--- config.mk ---
export PLATFORM = sky130hd
export DESIGN_NAME = ecc_egress
export DESIGN_NICKNAME = d
export VERILOG_FILES = /design/src/hdl/secded_pkg.sv /design/src/hdl/ecc_egress.sv
export SDC_FILE = /design/constraint.sdc
export NUM_CORES = 1
export LEC_CHECK = 0
export BUFFER_PORTS_ARGS = -buffer_cell sky130_fd_sc_hd__clkbuf_2
export CAP_MARGIN = 20
export CORE_UTILIZATION = 39
export CTS_BUF_LIST = sky130_fd_sc_hd__clkbuf_4 sky130_fd_sc_hd__clkbuf_8
export DETAILED_ROUTE_END_ITERATION = 16
export PLACE_DENSITY = 0.78
export REMOVE_ABC_BUFFERS = 1
export SLEW_MARGIN = 20
export SYNTH_ARGS = -nofsm -noshare
export SYNTH_HDL_FRONTEND = slang
export SYNTH_SLANG_ARGS = --single-unit
--- constraint.sdc ---
create_clock -name clk -period 3.16 [get_ports clk]
set_input_delay 0.158 -clock clk [delete_from_list [all_inputs] [get_ports clk]]
set_output_delay 0.158 -clock clk [all_outputs]
set_load 0.01 [all_outputs]
--- src/hdl/secded_pkg.sv ---
package secded_pkg;

    localparam int DATA_W      = 95;
    localparam int CHECK_W     = 8;
    localparam int POS_W       = 7;
    localparam int IN_DEPTH    = 4;  // also the upstream's initial credits.
    localparam int OUT_CREDITS = 2;

    typedef logic [DATA_W-1:0]  data_t;
    typedef logic [CHECK_W-1:0] check_t;

    typedef logic [$clog2(IN_DEPTH)-1:0]      fifo_ptr_t;
    typedef logic [$clog2(IN_DEPTH+1)-1:0]    fifo_cnt_t;
    typedef logic [$clog2(OUT_CREDITS+1)-1:0] credit_t;

    typedef struct packed {
        data_t  data;
        check_t check;   // stored check bits.
        logic   bypass;
    } ecc_req_t;

    typedef struct packed {
        data_t  data;
        check_t check_gen;  // regenerated from received data.
        logic   sbit_err;
        logic   dbit_err;
    } ecc_res_t;

    typedef struct packed {
        logic             odd;  // parity extension bit.
        logic [POS_W-1:0] pos;
    } syn_fields_t;

    typedef union packed {
        check_t      raw;
        syn_fields_t fld;
    } syndrome_u;

    // Column of data bit idx: the idx-th integer from 3 up that is not a
    // power of two, extended by bit 7 to odd weight.
    function automatic check_t check_column(input int unsigned idx);
        logic [POS_W-1:0] pos;
        int unsigned      n;
        check_t           col;
        pos = '0;
        n   = 0;
        for (int unsigned p = 3; p < (1 << POS_W); p++) begin
            if ((p & (p - 1)) != 0) begin  // skip powers of two.
                if (n == idx) begin
                    pos = p[POS_W-1:0];
                end
                n++;
            end
        end
        col = {~^pos, pos};
        return col;
    endfunction

endpackage

--- src/hdl/ecc_egress.sv ---
`timescale 1ns/1ns

module ecc_egress (
    input  logic                 clk,
    input  logic                 rst,
    input  logic                 s2_valid,
    input  secded_pkg::ecc_res_t s2_res,
    input  logic                 out_credit,
    output logic                 advance,
    output logic                 out_valid,
    output secded_pkg::ecc_res_t out_res
);

    import secded_pkg::*;

    logic     pend;
    ecc_res_t pend_res;
    credit_t  credit_cnt;
    logic     has_credit;

    assign has_credit = (credit_cnt != '0);
    assign out_valid  = pend && has_credit;
    assign out_res    = pend_res;
    assign advance    = !pend || has_credit;  // slot frees as the result leaves.

    always_ff @(posedge clk) begin
        if (rst) begin
            pend       <= 1'b0;
            credit_cnt <= credit_t'(OUT_CREDITS);
        end else begin
            if (advance) begin
                pend <= s2_valid;
            end
            case ({out_credit, out_valid})
                2'b10:   credit_cnt <= credit_cnt + 1'b1;
                2'b01:   credit_cnt <= credit_cnt - 1'b1;
                default: credit_cnt <= credit_cnt;  // returned and spent together.
            endcase
        end
    end

    always_ff @(posedge clk) begin
        if (advance) begin
            pend_res <= s2_res;
        end
    end

endmodule

==> metrics.txt, run 1 <==
status=did not finish; step where the flow halted=clock tree synthesis (4_1_cts); Stop Error=[ERROR RSZ-0060] Max buffer count reached.; CTS Hold Bufs=101; Post-DP HPWL=5150 µm; cell with the most instances after synthesis=edfxtp_1; post-synth cell types=13; num rows=33; top post-synthesis cells by area=edfxtp_1 96%, dfxtp_1 1.8%, ha_1 0.38%, nor2_1 0.34%, or3b_1 0.27%; CTS Buf Count=9; Mapped Area=3290 µm²; ys flop type=edfxtp_1; top cell type's share of synthesized area=95.8%; EDFF count, synth=105; # clock sinks=108; Max Buffers Root-to-Sink=2; Placer Congestion=0.699; postcts setup bufs=0; Initial Util=40.3%; IO Count=216; number of port buffers=215; Seq/Total Area, Yosys=97.6%; Die Span X=93.9 µm; mean post-synth cell area=27.2 µm²; Post-synth ARST share=0%; Synthesis Warnings=0; CTS H-tree depth=3; Yosys top cell by area=edfxtp_1; #FFs+latches synth=108; Die H=93.9 µm; post-CTS sizing=0; root buffer cell=clkbuf_8; Syn Inst Count=121; list of most frequent post-synthesis cells=105 x edfxtp_1, 3 x dfxtp_1, 3 x nor2_1; area post-placement=4520 µm²
## metrics by stage
step,cells,setup slack [ns]
after global placement,442,1.22
after detailed placement,442,1.33
after floorplan,121,-0.0881
## cell families after synthesis
group	share of synthesized area, %
AND/OR/NAND/NOR	1.06
adder cells (fa/ha/maj)	0.380
buffers and inverters	0.114
XOR/XNOR	0.532
flip-flops	97.6
AO/OA/AOI/OAI	0.304
==> run 2, diff against run 1 <==
CORE_UTILIZATION = 40   (was 39)
CTS_BUF_LIST = not set   (was sky130_fd_sc_hd__clkbuf_4 sky130_fd_sc_hd__clkbuf_8)
PLACE_DENSITY = not set   (was 0.78)
PLACE_DENSITY_LB_ADDON = 0.15   (was not set)
clock period = 4.1 ns   (was 3.16 ns; I/O delays follow)
==> run 2 against run 1 <==
  * The flow now finishes without violations
  * Synthesized area unchanged
  * Synthesized cell count unchanged
==> metrics.txt, run 2 <==
status=completed; Clock transition at path regs=0.10 ns; RSZ-0062 raised after global routing=false; Max Buffers Root-to-Sink=2 (unchanged); LEAKAGE=2.17 nW; vias in the first global route=1855; clock share of power=28.8%; Post-synth ARST share=0% (unchanged); Die ar.=8600 µm²; Yosys top cell by area=edfxtp_1; TritonRoute pass-1 iters=4; Reg2Reg Launch Point=credit_cnt[0]$_SDFFE_PP0P_; top post-synthesis cells by area=edfxtp_1 96%, dfxtp_1 1.8%, ha_1 0.38%, nor2_1 0.34%, or3b_1 0.27%; uppermost routed layer=met4; Mapped Area=3290 µm² (unchanged); Hold Path Stages=1; WL final=6570 µm; Post-DRT Antenna Nets=0; largest net degree at the start of global routing=69; num rows=32 (-3.0%); final period utilization=50.8%; core footprint=7850 µm²; met3 routed WL=602 µm; 1st-iter DRT viols=42; Max Clock Freq=0.480 GHz; CTS Buf Count=9 (unchanged); IO Count=216 (unchanged); most common cell after layout, fill and taps aside=clkbuf_2; Placer Congestion=0.699 (unchanged); min-delay src=s2_res[66]; global-route wire length before repair=9140 µm; post-CTS sizing=0 (unchanged); setup TNS=0 ns; final hold violations=0; crit end category=flip-flop; VDD IR max=0.232 mV; Die Span X=92.7 µm (-1.2%); wire length per cell=14.4 µm; R2R depth=3; ys flop type=edfxtp_1; top cell type's share of synthesized area=95.8% (unchanged); Post-DP HPWL=4960 µm (-3.7%); worst-skew pair later-pin latency=0.35 ns; worst setup skew after layout=0.0126 ns; Flop pwr share=62.0%; CP Launch Type=flip-flop; min Tclk post-route=2.08 ns; worst min path class=input pin to flip-flop; post-route setup slack=2.02 ns; antenna violations before repair=0; Slew HR=43.6%; routed wl met2=3450 µm; mean post-synth cell area=27.2 µm² (unchanged); GRT Total Usage=14.8%; post-synth cell types=13 (unchanged); worst setup path class=flip-flop to flip-flop; list of most frequent post-synthesis cells=105 x edfxtp_1, 3 x dfxtp_1, 3 x nor2_1; Final setup viols=0; Switching Fraction=21.5%; # clock sinks=108 (unchanged); Cell Int Power=0.00167 W; commonest cells after routing, fill and taps aside=215 x clkbuf_2, 105 x edfxtp_1, 9 x clkbuf_8; GR Overflow Total=0; crit path max fanout=68; fin. max-slew vios=0; M1 WL=2370 µm; Max Cap Viol=0; Gate power share=9.2%; vias per inst=4.30; Seq/Total Area, Yosys=97.6% (unchanged); number of port buffers=215 (unchanged); Syn Inst Count=121 (unchanged); Area Growth Syn to Fin=43.5%; root buffer cell=clkbuf_8; Synthesis Warnings=0 (unchanged); Final #Nets=460; Die H=92.7 µm (-1.2%); CTS tree=done; Initial Util=41.9% (+1.7 points); EDFF count, synth=105 (unchanged); CTS H-tree depth=3 (unchanged); Final Total Pwr=0.00213 W; worst reg-to-reg setup slack=2.02 ns; DRC=0; diodes inserted=0; #FFs+latches synth=108 (unchanged); sw power=0.000458 W; CP Data Required Time=4.09 ns; cell with the most instances after synthesis=edfxtp_1; Critical path origin=credit_cnt[0]$_SDFFE_PP0P_; Largest register FFs=105; layout cells sized above 1=65.1%; worst slack at placement=2.01 ns (+0.682 ns); routed via count=1963; pwr dens=451 nW/µm²; arrival time at the worst endpoint=2.08 ns; worst-margin pin slew=0.845 ns
run 2: cell counts after synthesis:
No cell type changed its count.
run 2: power groups by stage:
stage | sequential, W | combinational [W] | clock, W
finish | 0.00132 | 0.000197 | 0.000613
global route | 0.00133 | 0.000214 | 0.000675
CTS | 0.00132 | 0.000200 | 0.000637
detailed placement | 0.00135 | 0.000199 | 0
global placement | 0.00134 | 0.000196 | 0
floorplan | 0.00139 | 0.0000245 | 0
run 2: worst paths after layout:
path / end
max: out_res[18]$_DFFE_PP_
min: out_res[66]$_DFFE_PP_
max reg2reg: out_res[18]$_DFFE_PP_
min reg2reg: pend$_SDFFE_PP0P_
run 2: repair_timing:
item	CTS	global route
hold endpoints to repair	0	2
hold buffers	0	2
buffers inserted	0	0
run 2: final cells by class:
type / instances / area, µm²
clock buffer: 10 / 128
tap: 102 / 128
inverter: 1 / 3.75
timing repair buffer: 218 / 1100
sequential: 108 / 3210
multi-input combinational: 12 / 82.6
fill: 651 / 3120
clock inverter: 6 / 65.1
run 2: per-stage QoR:
stage | hold WS, ns | area (µm²) | util, % | std cells
after floorplan | 0.277 | 3290 | - | 121
after global placement | 0.382 | 4510 | 57.5 | 439
after detailed placement | 0.384 | 4510 | 57.5 | 439
after CTS | 0.00365 | 4700 | 59.9 | 455
after global routing | 0.000757 | 4720 | 60.2 | 457
final | 0.0228 | 4720 | 60.2 | 457
run 2: per-layer routing:
metal / global-route usage (%) / vias up
met3: 4.84 / 11
met5: 0 / -
met1: 15.8 / 905
met2: 26.1 / 111
met4: 7.44 / 0
li1: - / 936
run 2: cell families (layout without fill, tap and decap cells):
logic type | count (synthesis) | count (layout) | synth area share [%]
AND/OR/NAND/NOR | 7 | 7 | 1.06
buffers and inverters | 1 | 235 | 0.114
XOR/XNOR | 2 | 2 | 0.532
AO/OA/AOI/OAI | 2 | 2 | 0.304
flip-flops | 108 | 108 | 97.6
adder cells (fa/ha/maj) | 1 | 1 | 0.380
run 2: critical path, stage by stage, from the launching register on:
cell and delay, ns:
dfxtp_1 0.39, nor2_1 0.11, nand2_4 0.62, buf_4 0.56
Note: power is estimated with default switching activity, not from simulation.
==> run 3, diff against run 2 <==
clock period = 2 ns   (was 4.1 ns; I/O delays follow)
==> run 3 against run 2 <==
  * The run now fails in clock tree synthesis (4_1_cts)
  * Synthesized area did not move
  * Synthesized cell count is the same
==> metrics.txt, run 3 <==
IO Count=216 (unchanged); Placer Congestion=0.711 (+1.8%); postcts setup bufs=0 (unchanged); ys flop type=edfxtp_1; Stop Error=[ERROR RSZ-0060] Max buffer count reached.; Yosys top cell by area=edfxtp_1; cell with the most instances after synthesis=edfxtp_1; top post-synthesis cells by area=edfxtp_1 96%, dfxtp_1 1.8%, ha_1 0.38%, nor2_1 0.34%, or3b_1 0.27%; CTS Hold Bufs=101 (+101); Mapped Area=3290 µm² (unchanged); mean post-synth cell area=27.2 µm² (unchanged); area post-placement=4550 µm² (+0.89%); Initial Util=41.9% (unchanged); post-CTS sizing=0 (unchanged); CTS H-tree depth=3 (unchanged); #FFs+latches synth=108 (unchanged); Die H=92.7 µm (unchanged); # clock sinks=108 (unchanged); root buffer cell=clkbuf_8; post-synth cell types=13 (unchanged); list of most frequent post-synthesis cells=105 x edfxtp_1, 3 x dfxtp_1, 3 x nor2_1; Max Buffers Root-to-Sink=2 (unchanged); Synthesis Warnings=0 (unchanged); status=did not finish; Syn Inst Count=121 (unchanged); Seq/Total Area, Yosys=97.6% (unchanged); CTS Buf Count=9 (unchanged); Post-synth ARST share=0% (unchanged); step where the flow halted=clock tree synthesis (4_1_cts); number of port buffers=215 (unchanged); Post-DP HPWL=5320 µm (+7.3%); num rows=32 (unchanged); Die Span X=92.7 µm (unchanged); EDFF count, synth=105 (unchanged); top cell type's share of synthesized area=95.8% (unchanged)
==> run 3: logic make-up after synthesis <==
kind of cell               count (synthesis)  share of synthesized area (%)
DFF                                      108                           97.6
adders and majority gates                  1                          0.380
xor gates and xnor gates                   2                          0.532
and+or+nand+nor                            7                           1.06
AOI/OAI and AO/OA                          2                          0.304
buffers and inverters                      1                          0.114
==> run 3: stage by stage <==
step                      setup TNS [ns]  worst slack, ns  std cells  util (%)  hold WS, ns
after floorplan                  -131.86            -1.25        121         -        0.172
after global placement                 0            0.422        441      58.0        0.277
after detailed placement               0            0.347        441      58.0        0.279
