File: src/hdl/secded_pkg.sv
package secded_pkg;

    localparam int DATA_W      = 95;
    localparam int CHECK_W     = 8;
    localparam int POS_W       = 7;
    localparam int IN_DEPTH    = 4;  // also the upstream's initial credits.
    localparam int OUT_CREDITS = 2;

    typedef logic [DATA_W-1:0]  data_t;
    typedef logic [CHECK_W-1:0] check_t;

    typedef logic [$clog2(IN_DEPTH)-1:0]      fifo_ptr_t;
    typedef logic [$clog2(IN_DEPTH+1)-1:0]    fifo_cnt_t;
    typedef logic [$clog2(OUT_CREDITS+1)-1:0] credit_t;

    typedef struct packed {
        data_t  data;
        check_t check;   // stored check bits.
        logic   bypass;
    } ecc_req_t;

    typedef struct packed {
        data_t  data;
        check_t check_gen;  // regenerated from received data.
        logic   sbit_err;
        logic   dbit_err;
    } ecc_res_t;

    typedef struct packed {
        logic             odd;  // parity extension bit.
        logic [POS_W-1:0] pos;
    } syn_fields_t;

    typedef union packed {
        check_t      raw;
        syn_fields_t fld;
    } syndrome_u;

    // Column of data bit idx: the idx-th integer from 3 up that is not a
    // power of two, extended by bit 7 to odd weight.
    function automatic check_t check_column(input int unsigned idx);
        logic [POS_W-1:0] pos;
        int unsigned      n;
        check_t           col;
        pos = '0;
        n   = 0;
        for (int unsigned p = 3; p < (1 << POS_W); p++) begin
            if ((p & (p - 1)) != 0) begin  // skip powers of two.
                if (n == idx) begin
                    pos = p[POS_W-1:0];
                end
                n++;
            end
        end
        col = {~^pos, pos};
        return col;
    endfunction

endpackage

File: src/hdl/ecc_ingress_fifo.sv
`timescale 1ns/1ns

module ecc_ingress_fifo (
    input  logic                 clk,
    input  logic                 rst,
    input  logic                 in_valid,
    input  secded_pkg::ecc_req_t in_req,
    input  logic                 advance,
    output logic                 head_valid,
    output secded_pkg::ecc_req_t head,
    output logic                 in_credit
);

    import secded_pkg::*;

    ecc_req_t  mem [IN_DEPTH];
    fifo_ptr_t wr_ptr;
    fifo_ptr_t rd_ptr;
    fifo_cnt_t count;
    logic      pop;

    assign head_valid = (count != '0);
    assign head       = mem[rd_ptr];
    assign pop        = advance && head_valid;  // head taken by the syndrome stage.

    // writes stay within the credits granted upstream.
    always_ff @(posedge clk) begin
        if (in_valid) begin
            mem[wr_ptr] <= in_req;
        end
    end

    always_ff @(posedge clk) begin
        if (rst) begin
            wr_ptr    <= '0;
            rd_ptr    <= '0;
            count     <= '0;
            in_credit <= 1'b0;
        end else begin
            in_credit <= pop;  // one credit back per freed slot.
            if (in_valid) begin
                wr_ptr <= wr_ptr + 1'b1;
            end
            if (pop) begin
                rd_ptr <= rd_ptr + 1'b1;
            end
            case ({in_valid, pop})
                2'b10:   count <= count + 1'b1;
                2'b01:   count <= count - 1'b1;
                default: count <= count;
            endcase
        end
    end

endmodule

File: config.mk
export PLATFORM = sky130hd
export DESIGN_NAME = ecc_ingress_fifo
export DESIGN_NICKNAME = d
export VERILOG_FILES = /design/src/hdl/secded_pkg.sv /design/src/hdl/ecc_ingress_fifo.sv
export SDC_FILE = /design/constraint.sdc
export NUM_CORES = 1
export LEC_CHECK = 0
export BUFFER_PORTS_ARGS = -buffer_cell sky130_fd_sc_hd__buf_2
export CAP_MARGIN = 15
export CORE_MARGIN = 2
export CORE_UTILIZATION = 45
export CTS_CLUSTER_DIAMETER = 40
export CTS_CLUSTER_SIZE = 20
export DETAILED_ROUTE_END_ITERATION = 8
export PLACE_DENSITY = 0.72
export REMOVE_ABC_BUFFERS = 1
export SLEW_MARGIN = 20
export SYNTH_ARGS = -nofsm -noshare
export SYNTH_HDL_FRONTEND = slang
export SYNTH_SLANG_ARGS = --single-unit
File: constraint.sdc
create_clock -name clk -period 10.9 [get_ports clk]
set_input_delay 0.545 -clock clk [delete_from_list [all_inputs] [get_ports clk]]
set_output_delay 0.545 -clock clk [all_outputs]
set_load 0.005 [all_outputs]
==> results.yml, run 1 <==
status:
  status: "finished clean"
critical_path:
  path_class: "reg -> out"
  slowest_delay_ns: 0.79
  cp-start-kind: "flip-flop"
  critical_path.top_delay_family: "buffers and inverters"
  crit_arrival_ns: 2.90
  endpoint_kind: "primary output"
  required_ns: 10.36
  path_cells: "buf_4 -> mux4_2 -> buf_2"
  slowest_stage: "buf_4"
  crit_buf_inv: 2
  cp_max_fo: 42
timing:
  fin_crit_ns: 3.45
  setup_viol: 0
  fmax_mhz: 290
  fin_ws_ns: 7.45
  finalCritPeriodShare_pct: 31.6
  hold_viol_final: 0
  hold_ws_ns: 0.194
  rsz0062_at_grt: "false"
  slew_headroom_pct: 34.4
  clock_skew_ns: 0.0250
  worst_pin_slew_ns: 0.984
  fin_setup_tns_ns: 0
  slew_violations: 0
clocking:
  hold_buffers: 0
  cts_tree: "built"
  ctsRootBufferMaster: "clkbuf_16"
  cts.clk_slew.worst_paths_ns: 0.06
  insertion_delay_ns: 0.55
  htree_levels: 2
  postCtsSetupBuffers: 0
  cts_buffer_depth: 3
  clkSinkCount: 426
  cts_buffers: 50
  ctsResizeCount: 0
place:
  hpwl_mm: 16.4
  finalWeightedCongestion: 0.715
  port_buffers: 213
  preCtsSetupSlack_ns: 7.89
  postPlaceCellArea_um2: 17000
floorplan:
  die_w_um: 190
  num_rows: 67
  dieArea_um2: 35900
  initial_core_util_pct: 46.0
  dieHeight_um: 190
  core_um2: 33700
  io_pins: 214
detailed_routing:
  vias_per_cell: 5.26
  totalWireLength_mm: 28.7
  vias: 7018
  drc: 0
  drtIter0Drc: 419
  detail-route-antenna-nets: 0
  dr.pass1.iters: 4
  wl_per_cell_um: 21.5
synthesis:
  syn_area_um2: 15500
  yosysSeqAreaShare_pct: 81.9
  ys_ff_latch: 426
  ys.flop_type: "edfxtp_1"
  ys_top_cells_by_area: "edfxtp_1 81%, mux4_2 15%, dfxtp_1 1.3%"
  synth.distinct_cells: 20
  synth-async-reset-ratio_pct: 0
  syn_area_per_cell_um2: 26.1
  synth_cells: 594
  synth-edff-count: 416
  synth_top_cell_by_area: "edfxtp_1"
  synth_top_area_share_pct: 80.6
  yosysWarnings: 0
min_path:
  hp-class: "in -> reg"
pwr:
  p_per_area_nw_per_um2: 224
  leakage_nw: 6.29
  p_total_mw: 4.19
  irDropWorstVdd_mv: 0.140
global_routing:
  grt_pass1_vias: 7615
  grt_pass1_wl_mm: 43.8
  antenna_found_initial: 8
  grt_usage_pct: 16.2
  grt-ovfl-total: 0
  grt_start_max_net_pins: 60
finish:
  syn_to_final_growth_pct: 20.7
  design_area_um2: 18700
  fin_nets: 955
  layout-drive-gt1-share_pct: 47.4
  fill_cells: 2575
run:
  maxCapViolCount: 0
-- sequential cells by signal, summed over array words and instances (netlist names), named ones only --
register and flops:
count 3, rd_ptr 2, wr_ptr 2, in_credit 1
mem 416
-- worst paths after layout --
kind / start / end / slack [ns] / cells past startpoint
min reg2reg: rd_ptr[1]$_SDFFE_PP0P_ / rd_ptr[1]$_SDFFE_PP0P_ / 0.54 / 2
max reg2reg: wr_ptr[0]$_SDFFE_PP0P_ / mem[2][4]$_DFFE_PP_ / 8.41 / 4
max: flip-flop / head[98] / 7.45 / 3
min: in_req[89] / mem[1][89]$_DFFE_PP_ / 0.19 / 1
-- routing by layer --
| layer | global-route usage (%) | vias up | share of wire [%] | routed length (um) |
|---|---|---|---|---|
| met3 | 5.02 | 52 | 7.2 | 2050 |
| met5 | 0 | - | 0.18 | 52 |
| met2 | 27.0 | 212 | 50 | 14200 |
| met1 | 20.5 | 3670 | 41 | 11800 |
| met4 | 4.89 | 8 | 2.0 | 563 |
| li1 | - | 3076 | - | - |
-- cell families (layout without fill, tap and decap cells) --
kind of cell	Yosys count	after routing	share of synthesized area, %
buffers and inverters	32	318	1.42
other	0	5	0
adders and majority gates	6	6	0.533
xor gates and xnor gates	5	5	0.283
muxes	105	105	15.2
DFF	426	426	81.9
and+or+nand+nor	15	15	0.460
AOI/OAI and AO/OA	5	5	0.202
-- final cells by class --
| class | count | area, um^2 | area share, % |
|---|---|---|---|
| Antenna cell | 5 | 12.5 | 0.0669 |
| Clock buffer | 52 | 1280 | 6.84 |
| Clock inverter | 39 | 418 | 2.23 |
| Inverter | 7 | 26.3 | 0.140 |
| Multi-Input combinational cell | 136 | 2590 | 13.9 |
| Sequential cell | 426 | 12700 | 67.9 |
| Tap cell | 448 | 561 | 3.00 |
| Timing Repair Buffer | 220 | 1120 | 5.98 |
-- cells in the final DEF, fill, tap and decap left out --
master / n
buf_4: 7
clkinv_1: 3
clkinv_4: 6
clkinvlp_4: 4
xnor2_1: 1
inv_12: 1
o311ai_0: 1
or3_1: 2
mux4_2: 104
xor2_1: 4
nor2_1: 9
dfxtp_4: 2
diode_2: 5
dfxtp_1: 8
clkinv_2: 7
inv_6: 8
and2_4: 4
edfxtp_1: 416
bufinv_16: 4
o21ai_0: 1
inv_8: 3
clkbuf_16: 51
clkinv_8: 3
inv_1: 7
clkbuf_1: 1
ha_1: 5
fa_1: 1
a21oi_1: 2
buf_2: 213
mux2i_1: 1
o31ai_1: 1
-- where the power goes --
part | total [mW] | internal [mW] | leakage [nW] | switching [mW]
logic | 0.589 | 0.320 | 1.56 | 0.269
registers | 1.94 | 1.89 | 3.90 | 0.0561
clock network | 1.66 | 0.975 | 0.826 | 0.681
total | 4.19 | 3.18 | 6.29 | 1.01
-- through the flow --
step           utilization [%]  cells
2_1_floorplan                -    569
3_3_place_gp              50.4   1237
3_5_place_dp              50.4   1237
4_1_cts                   55.5   1328
5_1_grt                   55.5   1331
6_report                  55.5   1333
-- synthesized netlist by cell type, types with 2 or more instances --
library cell and number:
mux4_2 104, dfxtp_1 10, and2_1 4, ha_1 5, a21oi_1 2, clkbuf_1 6, buf_2 11, inv_1 7
nor2_1 9, buf_8 7, xor2_1 4, or3_1 2, edfxtp_1 416
(Power assumes the default switching activity.)
==> run 2: changes to the inputs <==
--- a/config.mk
+++ b/config.mk
@@ -12,7 +12,7 @@
 export CTS_CLUSTER_DIAMETER = 40
 export CTS_CLUSTER_SIZE = 20
 export DETAILED_ROUTE_END_ITERATION = 8
-export PLACE_DENSITY = 0.72
+export PLACE_DENSITY = 0.74
 export REMOVE_ABC_BUFFERS = 1
 export SLEW_MARGIN = 20
 export SYNTH_ARGS = -nofsm -noshare
==> constraint.sdc (replaced) <==
create_clock -name clk -period 2.9 [get_ports clk]
set_input_delay 0.145 -clock clk [delete_from_list [all_inputs] [get_ports clk]]
set_output_delay 0.145 -clock clk [all_outputs]
set_load 0.005 [all_outputs]
==> run 2 against run 1 <==
Via count rose by 6.2%. Power increased to 3.9 times the previous value. Non-clock buffer count grew 110. Global-route usage is 0.51 points higher. Clock skew is 0.016 ns lower. Die area did not move. Largest cell class unchanged. Highest routed layer unchanged.
==> results.yml, run 2 (synthesis gave the netlist of run 1 again) <==
critical_path:
  required_ns: 2.76
  crit_buf_inv: 2
  cp-start-kind: "flip-flop"
  path_cells: "buf_12 -> mux4_2 -> buf_2"
  critical_path.top_delay_family: "multiplexers"
  slowest_stage: "mux4_2"
  crit_arrival_ns: 2.30
  endpoint_kind: "primary output"
  slowest_delay_ns: 0.59
  cp_max_fo: 43
  path_class: "reg -> out"
  timing.rr.start: "count[0]$_SDFFE_PP0P_"
finish:
  n_antenna_cell: 0
  syn_to_final_growth_pct: 28.9
  regMostFlops: "mem"
  final_cell_mix: "416 x edfxtp_1, 213 x buf_2, 107 x dlygate4sd3_1"
  largest_reg_flops: 416
  layout-drive-gt1-share_pct: 42.4
  final_core_utilization_pct: 59.2
  layout_commonest_cell: "edfxtp_1"
  fin_nets: 1064
  top_regs: "mem x416, count x3"
detailed_routing:
  detail-route-antenna-nets: 0
  drc: 0
  drtIter0Drc: 422
  vias_per_cell: 5.18
  dr.pass1.iters: 5
  vias: 7454
  wl_per_cell_um: 20.6
  totalWireLength_mm: 29.6
place:
  hpwl_mm: 16.4
  finalWeightedCongestion: 0.711
  port_buffers: 213
  preCtsSetupSlack_ns: 0.927
timing:
  fmax_mhz: 409
  finalCritPeriodShare_pct: 84.4
  setup_viol: 0
  hold_viol_final: 0
  rsz0062_at_grt: "false"
  clock_skew_ns: 0.00923
  slew_violations: 0
  worst_pin_slew_ns: 0.850
  hold_ws_ns: 0.324
  fin_crit_ns: 2.45
  fin_ws_ns: 0.452
  fin_setup_tns_ns: 0
  slew_headroom_pct: 43.3
floorplan:
  num_rows: 67
  dieHeight_um: 190
  core_um2: 33700
  io_pins: 214
  die_w_um: 190
  initial_core_util_pct: 46.0
  dieArea_um2: 35900
global_routing:
  grt_pass1_wl_mm: 45.6
  grt_usage_pct: 16.7
  antenna_found_initial: 1
  grt-ovfl-total: 0
  grt_pass1_vias: 8198
  grt_start_max_net_pins: 105
clocking:
  htree_levels: 2
  clkSinkCount: 426
  insertion_delay_ns: 0.57
  ctsResizeCount: 0
  cts_buffer_depth: 3
  cts_buffers: 49
  cts.clk_slew.worst_paths_ns: 0.06
  cts_tree: "built"
  ctsRootBufferMaster: "clkbuf_16"
min_path:
  hp-class: "in -> reg"
  min-delay-start: "in_req[20]"
pwr:
  leakage_nw: 6.82
  p_seq_share_pct: 44.8
  p_sw_share_pct: 23.6
  p_per_area_nw_per_um2: 809
  switchingPower_mw: 3.82
  cell_internal_pwr_mw: 12.3
  irDropWorstVdd_mv: 0.573
  pwr-share-comb_pct: 15.3
  clkPwrFrac_pct: 39.9
status:
  status: "finished clean"
run:
  maxCapViolCount: 0
## run 2: changes by cell type in the layout (fill, tap and decap cells not counted), sizes merged
cell / previous run / this run
diode: 5 / 0
bufinv: 4 / 5
buf: 220 / 223
dlygate4sd3: 0 / 107
clkbuf: 52 / 58
clkinv: 19 / 15
clkinvlp: 4 / 0
inv: 19 / 20
## run 2: worst paths after layout
check,end,slack (ns),depth (start not counted)
setup / recovery,head[18],0.45,3
hold / removal,mem[3][20]$_DFFE_PP_,0.32,2
setup reg to reg,count[2]$_SDFFE_PP0P_,0.83,8
hold reg to reg,count[2]$_SDFFE_PP0P_,0.54,2
## run 2: per-stage QoR
step	instances	instance area (um^2)	power (mW)
floorplan	569	15300	8.93
global placement	1240	17100	9.73
detailed placement	1240	17100	9.77
CTS	1438	20000	16.4
global route	1438	20000	16.8
finish	1438	20000	16.2
## run 2: power by group through the flow
stage	logic (mW)	clock network, mW	registers (mW)
finish	2.48	6.44	7.24
global route	2.70	6.84	7.27
CTS	2.54	6.58	7.24
detailed placement	2.40	0	7.37
global placement	2.38	0	7.35
floorplan	1.34	0	7.59
## run 2: metal layers
metal	wire, um	part of all wire (%)	vias up	global-route usage, %
li1	-	-	3294	-
met1	11900	40	3857	21.0
met2	15000	51	255	28.5
met3	2070	7.0	46	4.93
met4	527	1.8	2	4.44
met5	11	0.037	-	0
## run 2: worst register-to-register path: stages (launching register included)
cell     delay (ns)
dfxtp_1        0.36
o31ai_1        0.52
inv_1          0.10
ha_1           0.23
inv_1          0.08
fa_1           0.18
xor2_1         0.07
or3_1          0.30
a21oi_1        0.16
## run 2: area by class of cell
class | count | area (um^2)
clock buffer | 58 | 1360
multi-input combinational | 136 | 2590
tap | 448 | 561
clock inverter | 33 | 407
fill | 2412 | 13700
timing repair buffer | 330 | 2320
sequential | 426 | 12700
inverter | 7 | 26.3
## run 2: timing repair
action,CTS,global route
hold endpoints to repair,426,0
hold buffers,107,0
setup buffers,0,0
==> run 3: changes to the inputs <==
--- a/config.mk
+++ b/config.mk
@@ -12,7 +12,7 @@
 export CTS_CLUSTER_DIAMETER = 40
 export CTS_CLUSTER_SIZE = 20
 export DETAILED_ROUTE_END_ITERATION = 8
-export PLACE_DENSITY = 0.74
+export PLACE_DENSITY = 0.72
 export REMOVE_ABC_BUFFERS = 1
 export SLEW_MARGIN = 20
 export SYNTH_ARGS = -nofsm -noshare
==> constraint.sdc (replaced) <==
create_clock -name clk -period 2.6 [get_ports clk]
set_input_delay 0.13 -clock clk [delete_from_list [all_inputs] [get_ports clk]]
set_output_delay 0.13 -clock clk [all_outputs]
set_load 0.005 [all_outputs]
==> run 3 against run 2 <==
Final area decreased by 0.39%. Final cell count increased by 0.35%. Critical endpoint is now head[53]. Setup slack got worse by 0.035 ns. Hold slack got worse by 0.014 ns. Largest power group unchanged. Global-route usage increased by 0.17 points. Die area unchanged. First-iteration DRC count increased by 0.47%. Sequential share of layout area increased by 0.25 points.
==> results.yml, run 3 (synthesis gave the netlist of run 1 again) <==
clocking:
  clkSinkCount: 426
  ctsRootBufferMaster: "clkbuf_16"
  cts.clk_slew.worst_paths_ns: 0.07
  cts_tree: "built"
  cts_buffers: 49
  postCtsSetupBuffers: 0
  insertion_delay_ns: 0.56
  cts_buffer_depth: 3
  htree_levels: 2
place:
  hpwl_mm: 15.9
  finalWeightedCongestion: 0.688
  port_buffers: 213
timing:
  hold_viol_final: 0
  fin_crit_ns: 2.18
  finalCritPeriodShare_pct: 83.9
  fmax_mhz: 458
  hold_ws_ns: 0.310
  setup_viol: 0
  slew_violations: 0
  rsz0062_at_grt: "false"
  fin_setup_tns_ns: 0
  clock_skew_ns: 0.0224
  slew_headroom_pct: 52.8
  worst_pin_slew_ns: 0.708
detailed_routing:
  dr.pass1.iters: 4
  wl_met3_mm: 1.93
  vias_per_cell: 5.17
  drc: 0
  wl_per_cell_um: 20.4
  wl_met1_mm: 12.0
  detail-route-antenna-nets: 0
  route.top_layer_used: "met5"
  wl_met2_mm: 14.7
  drtIter0Drc: 424
  vias: 7454
  totalWireLength_mm: 29.5
global_routing:
  grt_pass1_vias: 8084
  grt_usage_pct: 16.9
  grt_start_max_net_pins: 105
  antenna_found_initial: 4
  grt-ovfl-total: 0
  grt_pass1_wl_mm: 45.6
critical_path:
  required_ns: 2.47
  timing.rr.start: "count[1]$_SDFFE_PP0P_"
  crit_arrival_ns: 2.05
  path_class: "reg -> out"
  ff2ff_path_depth: 8
  crit_buf_inv: 2
  slowest_delay_ns: 0.60
  cp_max_fo: 41
  path_cells: "buf_12 -> mux4_2 -> buf_2"
  critical_path.top_delay_family: "flip-flops"
  endpoint_kind: "primary output"
  slowest_stage: "dfxtp_4"
  cp-start-kind: "flip-flop"
  r2r-end: "count[2]$_SDFFE_PP0P_"
  r2r_slack_ns: 0.64
floorplan:
  die_w_um: 190
  core_um2: 33700
  dieArea_um2: 35900
  io_pins: 214
  initial_core_util_pct: 46.0
  num_rows: 67
  dieHeight_um: 190
min_path:
  min-delay-start: "in_req[45]"
  hp-class: "in -> reg"
  holdPathStages: 2
  min_to: "mem[3][45]$_DFFE_PP_"
pwr:
  irDropWorstVdd_mv: 0.644
  p_per_area_nw_per_um2: 890
  leakage_nw: 6.76
finish:
  final_cell_mix: "416 x edfxtp_1, 213 x buf_2, 108 x dlygate4sd3_1"
  layout-drive-gt1-share_pct: 41.7
  largest_reg_flops: 416
  regMostFlops: "mem"
  fill_cells: 2418
  syn_to_final_growth_pct: 28.4
  top_regs: "mem x416, count x3"
  seqCellArea_um2: 12700
  layout_commonest_cell: "edfxtp_1"
  multi_input_area_um2: 2590
  fin_nets: 1067
status:
  status: "finished clean"
run:
  maxCapViolCount: 0
[run 3: changes by cell type in the layout (fill, tap and decap cells not counted)]
| cell | delta |
|---|---|
| inv_4 | -1 |
| clkbuf_16 | -3 |
| clkinv_2 | -4 |
| clkinvlp_4 | +6 |
| clkinv_4 | -1 |
| clkinv_1 | +5 |
| clkinv_8 | -3 |
| clkbuf_1 | +2 |
| diode_2 | +3 |
| inv_6 | -1 |
| dlygate4sd3_1 | +1 |
| buf_4 | +2 |
| clkbuf_8 | -1 |
[run 3: worst max-delay path by stage]
stage	startpoint	slack [ns]	end	cells after the start
finish	flip-flop	0.42	head[53]	3
global route	flip-flop	0.31	head[44]	3
CTS	flip-flop	0.33	head[44]	3
detailed placement	count[1]$_SDFFE_PP0P_	0.67	count[2]$_SDFFE_PP0P_	8
global placement	count[0]$_SDFFE_PP0P_	0.76	count[2]$_SDFFE_PP0P_	8
floorplan	flip-flop	-2.52	head[0]	1
[run 3: layout make-up]
type	instances	share of cell area, %
Multi-Input combinational cell	136	13.0
Sequential cell	426	63.9
Antenna cell	3	0.0378
Clock buffer	56	6.40
Inverter	7	0.132
Timing Repair Buffer	333	11.8
Tap cell	448	2.82
Clock inverter	34	1.90
[run 3: report_power, final]
part           total (mW)  leakage [nW]  switching [mW]  internal (mW)
sequential           8.04          3.90           0.125           7.92
combinational        2.82          2.06            1.29           1.53
clock                6.85         0.790            2.75           4.09
[run 3: worst register-to-register path, cell delays in order, from the launching register on]
cell     delay (ns)
dfxtp_1        0.34
o31ai_1        0.47
inv_1          0.10
ha_1           0.22
inv_1          0.08
fa_1           0.17
xor2_1         0.07
or3_1          0.30
a21oi_1        0.14
[run 3: metal layers]
layer / global-route usage [%] / vias up
li1: - / 3288
met1: 21.4 / 3857
met2: 28.4 / 244
met3: 4.06 / 63
met4: 6.47 / 2
met5: 0 / -
[run 3: repair_timing]
item / in CTS / in global routing
hold buffers: 108 / 0
resized for setup: 0 / 0
endpoints found under the hold margin: 426 / 0
[run 3: metrics by stage]
stage	utilization (%)	instance area [um^2]	power [mW]	setup slack [ns]	instances
detailed placement	50.9	17100	10.9	0.670	1242
global placement	50.9	17100	10.9	0.760	1242
floorplan	-	15300	9.85	-2.52	569
CTS	59.0	19900	18.0	0.327	1440
global route	59.0	19900	18.4	0.313	1442
finish	59.0	19900	17.7	0.418	1443
